### config.mk
export PLATFORM = sky130hd
export DESIGN_NAME = drumSequencer_flat
export DESIGN_NICKNAME = d
export VERILOG_FILES = /design/src/hw/drumPkg.sv /design/src/hw/nodeCtrlIf.sv /design/src/hw/drumSequencer.sv /design/src/flat_wrapper.sv
export SDC_FILE = /design/constraint.sdc
export NUM_CORES = 1
export LEC_CHECK = 0
export BUFFER_PORTS_ARGS = -buffer_cell sky130_fd_sc_hd__clkbuf_2
export CELL_PAD_IN_SITES_DETAIL_PLACEMENT = 1
export CELL_PAD_IN_SITES_GLOBAL_PLACEMENT = 2
export CORE_AREA = 2 2 99 101
export DETAILED_ROUTE_END_ITERATION = 10
export DIE_AREA = 0 0 101 103
export PLACE_DENSITY_LB_ADDON = 0.05
export SLEW_MARGIN = 20
export SYNTH_ARGS = -nofsm -noshare
export SYNTH_HDL_FRONTEND = slang
export SYNTH_SLANG_ARGS = --single-unit
export TNS_END_PERCENT = 50
### constraint.sdc
create_clock -name clk -period 4.1 [get_ports clk]
set_input_delay 1.025 -clock clk [delete_from_list [all_inputs] [get_ports clk]]
set_output_delay 1.025 -clock clk [all_outputs]
set_load 0.005 [all_outputs]
### src/hw/drumPkg.sv
`default_nettype none

package drumPkg;

  // Grid geometry
  localparam int GRID_N  = 4;
  localparam int COORD_W = 2;

  // Q2.16 fixed point: 2 integer bits (sign included), 16 fraction bits
  localparam int SAMPLE_W = 18;
  localparam int FRAC_W   = 16;

  // 1.0 in Q2.16
  localparam logic signed [SAMPLE_W-1:0] ONE_Q = 18'sd65536;

  // Run length counter width
  localparam int STEP_W = 8;

  // Tension select width and table
  localparam int TSEL_W = 3;

  // rho = 2048 * (index + 1), i.e. 1/32 steps up to 0.25
  localparam logic [SAMPLE_W-1:0] RHO_TABLE [0:7] = '{
    18'd2048,
    18'd4096,
    18'd6144,
    18'd8192,
    18'd10240,
    18'd12288,
    18'd14336,
    18'd16384
  };

  // Sequencer state codes
  localparam int STATE_W = 3;
  localparam logic [STATE_W-1:0] ST_IDLE   = 3'd0;
  localparam logic [STATE_W-1:0] ST_CLEAR  = 3'd1;
  localparam logic [STATE_W-1:0] ST_MUL0   = 3'd2;
  localparam logic [STATE_W-1:0] ST_MUL1   = 3'd3;
  localparam logic [STATE_W-1:0] ST_UPDATE = 3'd4;

endpackage

`default_nettype wire

### src/hw/nodeCtrlIf.sv
`timescale 1ns/1ns
`default_nettype none

interface nodeCtrlIf;
  import drumPkg::*;

  // Run setup strobes
  logic                       clear;
  logic                       strike;
  logic [COORD_W-1:0]         strikeX;
  logic [COORD_W-1:0]         strikeY;
  logic signed [SAMPLE_W-1:0] strikeAmp;

  // Per-step phase strobes
  logic mul0;
  logic mul1;
  logic update;

  // Coefficients shared by every node, stable during a run
  logic signed [SAMPLE_W-1:0] rho;
  logic signed [SAMPLE_W-1:0] oneMinusEta;

  modport master (output clear, strike, strikeX, strikeY, strikeAmp,
                  mul0, mul1, update, rho, oneMinusEta);
  modport node (input clear, strike, strikeX, strikeY, strikeAmp,
                mul0, mul1, update, rho, oneMinusEta);

endinterface

`default_nettype wire
### src/hw/drumSequencer.sv
`timescale 1ns/1ns
`default_nettype none

module drumSequencer (
  input  logic                                 clk,
  input  logic                                 reset,
  input  logic                                 start,
  input  logic [drumPkg::STEP_W-1:0]           steps,
  input  logic [drumPkg::COORD_W-1:0]          strikeX,
  input  logic [drumPkg::COORD_W-1:0]          strikeY,
  input  logic signed [drumPkg::SAMPLE_W-1:0]  strikeAmp,
  input  logic signed [drumPkg::SAMPLE_W-1:0]  eta,
  input  logic [drumPkg::TSEL_W-1:0]           tensionSel,
  nodeCtrlIf.master                            ctrl,
  output logic                                 busy,
  output logic                                 stepDone
);
  import drumPkg::*;

  logic [STATE_W-1:0] state;
  logic [STEP_W-1:0]  stepsLeft;
  logic               accept;

  // Start only counts in idle once the previous run has dropped busy
  assign accept = (state == ST_IDLE) && !busy && start;

  // Run settings captured at start and held for the whole run
  always_ff @(posedge clk)
  begin
    if (accept)
    begin
      ctrl.rho         <= RHO_TABLE[tensionSel];
      ctrl.oneMinusEta <= ONE_Q - eta;
      ctrl.strikeX     <= strikeX;
      ctrl.strikeY     <= strikeY;
      ctrl.strikeAmp   <= strikeAmp;
    end
  end

  always_ff @(posedge clk)
  begin
    if (reset)
    begin
      state       <= ST_IDLE;
      stepsLeft   <= '0;
      busy        <= 1'b0;
      stepDone    <= 1'b0;
      ctrl.clear  <= 1'b0;
      ctrl.strike <= 1'b0;
      ctrl.mul0   <= 1'b0;
      ctrl.mul1   <= 1'b0;
      ctrl.update <= 1'b0;
    end
    else
    begin
      // Strobes are single-cycle unless a state below raises them
      ctrl.clear  <= 1'b0;
      ctrl.strike <= 1'b0;
      ctrl.mul0   <= 1'b0;
      ctrl.mul1   <= 1'b0;
      ctrl.update <= 1'b0;
      // Step result is visible one cycle after the update strobe
      stepDone    <= ctrl.update;

      case (state)
        ST_IDLE:
        begin
          busy <= 1'b0;
          if (accept)
          begin
            stepsLeft <= steps;
            state     <= ST_CLEAR;
          end
        end
        ST_CLEAR:
        begin
          busy        <= 1'b1;
          ctrl.clear  <= 1'b1;
          ctrl.strike <= 1'b1;
          state       <= (stepsLeft == '0) ? ST_IDLE : ST_MUL0;
        end
        ST_MUL0:
        begin
          ctrl.mul0 <= 1'b1;
          state     <= ST_MUL1;
        end
        ST_MUL1:
        begin
          ctrl.mul1 <= 1'b1;
          state     <= ST_UPDATE;
        end
        ST_UPDATE:
        begin
          ctrl.update <= 1'b1;
          stepsLeft   <= stepsLeft - 1'b1;
          // Last step returns to idle, where busy drops with stepDone
          state       <= (stepsLeft == STEP_W'(1)) ? ST_IDLE : ST_MUL0;
        end
        default:
        begin
          state <= ST_IDLE;
        end
      endcase
    end
  end

endmodule

`default_nettype wire

### src/flat_wrapper.sv
// flat-port wrapper written by rule: the top's interface ports become plain ports
module drumSequencer_flat import drumPkg::*;
  (clk, reset, start, steps, strikeX, strikeY, strikeAmp, eta, tensionSel, busy, stepDone, ctrl_clear, ctrl_strike, ctrl_strikeX, ctrl_strikeY, ctrl_strikeAmp, ctrl_mul0, ctrl_mul1, ctrl_update, ctrl_rho, ctrl_oneMinusEta);
  nodeCtrlIf ctrl_i ();
  input  logic clk;
  input  logic reset;
  input  logic start;
  input  logic [drumPkg::STEP_W-1:0] steps;
  input  logic [drumPkg::COORD_W-1:0] strikeX;
  input  logic [drumPkg::COORD_W-1:0] strikeY;
  input  logic signed [drumPkg::SAMPLE_W-1:0] strikeAmp;
  input  logic signed [drumPkg::SAMPLE_W-1:0] eta;
  input  logic [drumPkg::TSEL_W-1:0] tensionSel;
  output logic busy;
  output logic stepDone;
  output wire logic [$bits(ctrl_i.clear)-1:0] ctrl_clear;
  output wire logic [$bits(ctrl_i.strike)-1:0] ctrl_strike;
  output wire logic [$bits(ctrl_i.strikeX)-1:0] ctrl_strikeX;
  output wire logic [$bits(ctrl_i.strikeY)-1:0] ctrl_strikeY;
  output wire logic [$bits(ctrl_i.strikeAmp)-1:0] ctrl_strikeAmp;
  output wire logic [$bits(ctrl_i.mul0)-1:0] ctrl_mul0;
  output wire logic [$bits(ctrl_i.mul1)-1:0] ctrl_mul1;
  output wire logic [$bits(ctrl_i.update)-1:0] ctrl_update;
  output wire logic [$bits(ctrl_i.rho)-1:0] ctrl_rho;
  output wire logic [$bits(ctrl_i.oneMinusEta)-1:0] ctrl_oneMinusEta;
  assign ctrl_clear = ctrl_i.clear;
  assign ctrl_strike = ctrl_i.strike;
  assign ctrl_strikeX = ctrl_i.strikeX;
  assign ctrl_strikeY = ctrl_i.strikeY;
  assign ctrl_strikeAmp = ctrl_i.strikeAmp;
  assign ctrl_mul0 = ctrl_i.mul0;
  assign ctrl_mul1 = ctrl_i.mul1;
  assign ctrl_update = ctrl_i.update;
  assign ctrl_rho = ctrl_i.rho;
  assign ctrl_oneMinusEta = ctrl_i.oneMinusEta;
  drumSequencer u_core (.clk(clk), .reset(reset), .start(start), .steps(steps), .strikeX(strikeX), .strikeY(strikeY), .strikeAmp(strikeAmp), .eta(eta), .tensionSel(tensionSel), .ctrl(ctrl_i), .busy(busy), .stepDone(stepDone));
endmodule
==> out/qor.csv <==
metric,value,unit
Layout Area Growth over Synthesis,31.6,%
synthesis warning total,0,
data arrival time of the worst path,2.61,ns
total number of placement rows,36,
Top Ports,119,
kind of cell adding the most delay to the critical path,simple AND/OR/NAND/NOR gates,
"EDFF count, synth",44,
number of post-CTS setup repair buffers,0,
count of different cell masters after synthesis,42,
Total Routing Usage GR,11.7,%
# H-tree levels,3,
Rel. slew slack,44.6,%
worst min-delay path class,register to register,
Yosys top cell by area,sky130_fd_sc_hd__edfxtp_1,
sum of overflow across all layers after global routing,0,
Initial Util,27.1,%
number of standard cells after synthesis,200,
number of buffers between clock root and the deepest sink,2,
fraction of registers with async set/reset,0,%
Power Density,523,mW/mm^2
CORE AREA,0.00946,sq mm
DR vias,1872,
Mapped Area,0.00257,sq mm
vertical die dimension,103,um
count of final hold-check violations,0,
Post-layout nets,364,
diode insertion count for antenna repair,0,
cell-internal power,1.31,mW
total half-perimeter wirelength after legalization and detailed placement,4.51,mm
proportion of power drawn by the clock network,36.6,%
Synth Register Bits,61,
Placed Area,0.00314,sq mm
dominant cells by area after synthesis,"sky130_fd_sc_hd__edfxtp_1 51%, sky130_fd_sc_hd__dfxtp_1 13%, sky130_fd_sc_hd__buf_4 4.4%",
Die Wd,101,um
nature of the critical path startpoint,input port,
worst setup skew after layout,0.00868,ns
iteration count of the initial detailed-routing pass,4,
average size of a mapped cell,12.8,sq um
result of the run,finished clean,
share of cells above drive strength 1,40.6,%
antenna violations before repair,0,
final number of max-transition violations,0,
maximum ir drop on the vdd rail,0.152,mV
pre-CTS setup slack,1.22,ns
area share of the largest cell type after synthesis,51.5,%
aggregate routed wire length,6.11,mm
hold-fix buffer count after cts,0,
first-pass GRT wire length,8.98,mm
setup repair after global routing missed its margin,false,
Setup crit end kind,register,
CP Cell Sequence,clkbuf_2 -> or4_4 -> or3_1 -> o31a_1 -> or2_1,
clock latency on the worst-skew pair,0.34,ns
portion of the clock cycle consumed by the worst path in the final layout,61.3,%
static leakage,1.42,nW
buffers plus inverters on the worst setup path,1,
highest clock frequency the design can meet,398,MHz
Final min period,2.51,ns
Reg power frac,46.9,%
TritonCTS clock tree,yes,
Avg Vias per Cell,4.42,
proportion of total power due to net switching,26.1,%
Critical Path RT,4.20,ns
area of all placed cells without fillers,0.00338,sq mm
Clock Sink Count,61,
clock root buffer master,sky130_fd_sc_hd__clkbuf_8,
Net Switching,0.462,mW
clock transition at the register clock pins on the worst setup and hold paths after CTS,0.07,ns
placer's final routability congestion estimate,0.746,
most frequently used flop master after synthesis,sky130_fd_sc_hd__edfxtp_1,
number of max-cap violations,0,
transition time of the tightest slew-check pin,0.822,ns
power share of the combinational group,16.5,%
sequential cell area fraction in the yosys report,64.7,%
setup violators final,0,
type of the worst setup path,input port to register,
maximum fanout encountered on the critical timing path,6,
number of CTS-inserted buffers,9,
post-layout worst setup margin,1.59,ns
routed wire length per instance,14.4,um
count of cells resized by post-cts repair,0,
cell type of the slowest stage on the worst timing path,sky130_fd_sc_hd__or4_4,
die outline area,0.0104,sq mm
iteration-0 DRC count of the detailed router,48,
largest net degree at the start of global routing,43,
total of buffers placed on input and output ports,104,
post-route setup TNS,0,ns
post-route DRC violation count,0,
Antenna Violating Nets Remaining,0,
number of global-route vias before repair,1740,
slowest cell delay on critical path,0.54,ns
## cell type report
type                    instances  area (sq um)
clock buffers                   9           124
repair buffers                105           528
multi-input cells             119           773
clock inverters                 7           114
inverters                       9          33.8
fillers                      1061          6080
flip-flops and latches         61          1660
well taps                     114           143
## power groups by stage
stage          Sequential [mW]  Combinational, mW  Clock, mW
2_1_floorplan            0.845              0.154          0
4_1_cts                  0.830              0.301      0.669
5_1_grt                  0.842              0.330      0.701
6_report                 0.829              0.291      0.647
3_3_place_gp             0.841              0.302          0
3_5_place_dp             0.844              0.300          0
## path summary, 6_finish.rpt
kind / startpoint / endpoint / slack (ns) / depth (start not counted)
max reg2reg: u_core.state[1] / u_core.ctrl.strikeAmp[15] / 2.20 / 3
min: u_core.busy / u_core.busy / 0.50 / 2
max: eta[8] / u_core.ctrl.oneMinusEta[16] / 1.59 / 5
min reg2reg: u_core.busy / u_core.busy / 0.50 / 2
## synth_stat cells (all sizes together) (2+ instances only)
| master | instances |
|---|---|
| ha | 5 |
| buf | 16 |
| nor4bb | 2 |
| dfxtp | 17 |
| clkbuf | 8 |
| edfxtp | 44 |
| nand2 | 5 |
| xor2 | 4 |
| nor4 | 7 |
| o31a | 2 |
| nor4b | 2 |
| a221oi | 2 |
| or2 | 2 |
| a21o | 2 |
| a32oi | 3 |
| o21ai | 6 |
| mux2i | 2 |
| inv | 9 |
| nor2b | 4 |
| xnor2 | 11 |
| nor2 | 13 |
| or3 | 3 |
| a21oi | 10 |
| nor3 | 6 |
## state kept, by name (all words and copies together), names as in the netlist
| name | count |
|---|---|
| u_core.ctrl.update | 1 |
| u_core.stepDone | 1 |
| u_core.ctrl.strikeY | 2 |
| u_core.state | 3 |
| u_core.ctrl.mul0 | 1 |
| u_core.stepsLeft | 8 |
| u_core.ctrl.clear | 1 |
| u_core.ctrl.rho | 4 |
| u_core.ctrl.mul1 | 1 |
| u_core.ctrl.strikeAmp | 18 |
| u_core.ctrl.strikeX | 2 |
| u_core.busy | 1 |
| u_core.ctrl.oneMinusEta | 18 |
## cell families (layout without fill, tap and decap cells)
kind of cell	Yosys count	count (layout)	share of synthesized area, %
flip-flops	61	61	64.7
AND/OR/NAND/NOR	52	52	11.7
buffers and inverters	33	130	7.07
AO/OA/AOI/OAI	31	31	8.05
XOR/XNOR	15	15	5.12
adder cells (fa/ha/maj)	5	5	2.44
multiplexers	2	2	0.780
other	1	14	0.146
## cell usage in the layout, fill, tap and decap left out, types with 2 or more instances in the layout
cell type,count
sky130_fd_sc_hd__clkbuf_2,104
sky130_fd_sc_hd__edfxtp_1,44
sky130_fd_sc_hd__dfxtp_1,17
sky130_fd_sc_hd__conb_1,14
sky130_fd_sc_hd__nor2_1,13
sky130_fd_sc_hd__xnor2_1,11
sky130_fd_sc_hd__a21oi_1,10
sky130_fd_sc_hd__inv_1,9
sky130_fd_sc_hd__clkbuf_8,9
sky130_fd_sc_hd__nor4_1,7
sky130_fd_sc_hd__nor3_1,6
sky130_fd_sc_hd__o21ai_0,6
sky130_fd_sc_hd__nand2_1,5
sky130_fd_sc_hd__ha_1,5
sky130_fd_sc_hd__nor2b_1,4
sky130_fd_sc_hd__xor2_1,4
sky130_fd_sc_hd__a32oi_1,3
sky130_fd_sc_hd__bufinv_16,3
sky130_fd_sc_hd__clkinv_2,3
sky130_fd_sc_hd__or3_1,2
sky130_fd_sc_hd__o31a_1,2
sky130_fd_sc_hd__mux2i_1,2
sky130_fd_sc_hd__nor4b_1,2
sky130_fd_sc_hd__nor4bb_1,2
sky130_fd_sc_hd__a21o_1,2
sky130_fd_sc_hd__a221oi_1,2
## stage by stage
step / utilization (%) / hold WS [ns] / instances / power (mW)
after detailed placement: 33.2 / 0.488 / 408 / 1.14
final: 35.7 / 0.498 / 424 / 1.77
after floorplan: - / 0.462 / 213 / 0.999
after CTS: 35.7 / 0.501 / 424 / 1.80
after global placement: 33.2 / 0.483 / 408 / 1.14
after global routing: 35.7 / 0.522 / 424 / 1.87
## per-layer routing
layer	track usage (%)	wire length, um	up-vias
li1	-	-	909
met1	14.8	2870	875
met2	17.5	2650	78
met3	4.14	466	10
met4	6.55	126	0
met5	0	0	-
## worst reg2reg max path, cell delays in order (launching register included)
cell                      delay (ns)
sky130_fd_sc_hd__dfxtp_1        0.40
sky130_fd_sc_hd__nor2_1         0.19
sky130_fd_sc_hd__and3b_2        0.40
sky130_fd_sc_hd__buf_4          0.52
Power figures use the tool's default switching activity.
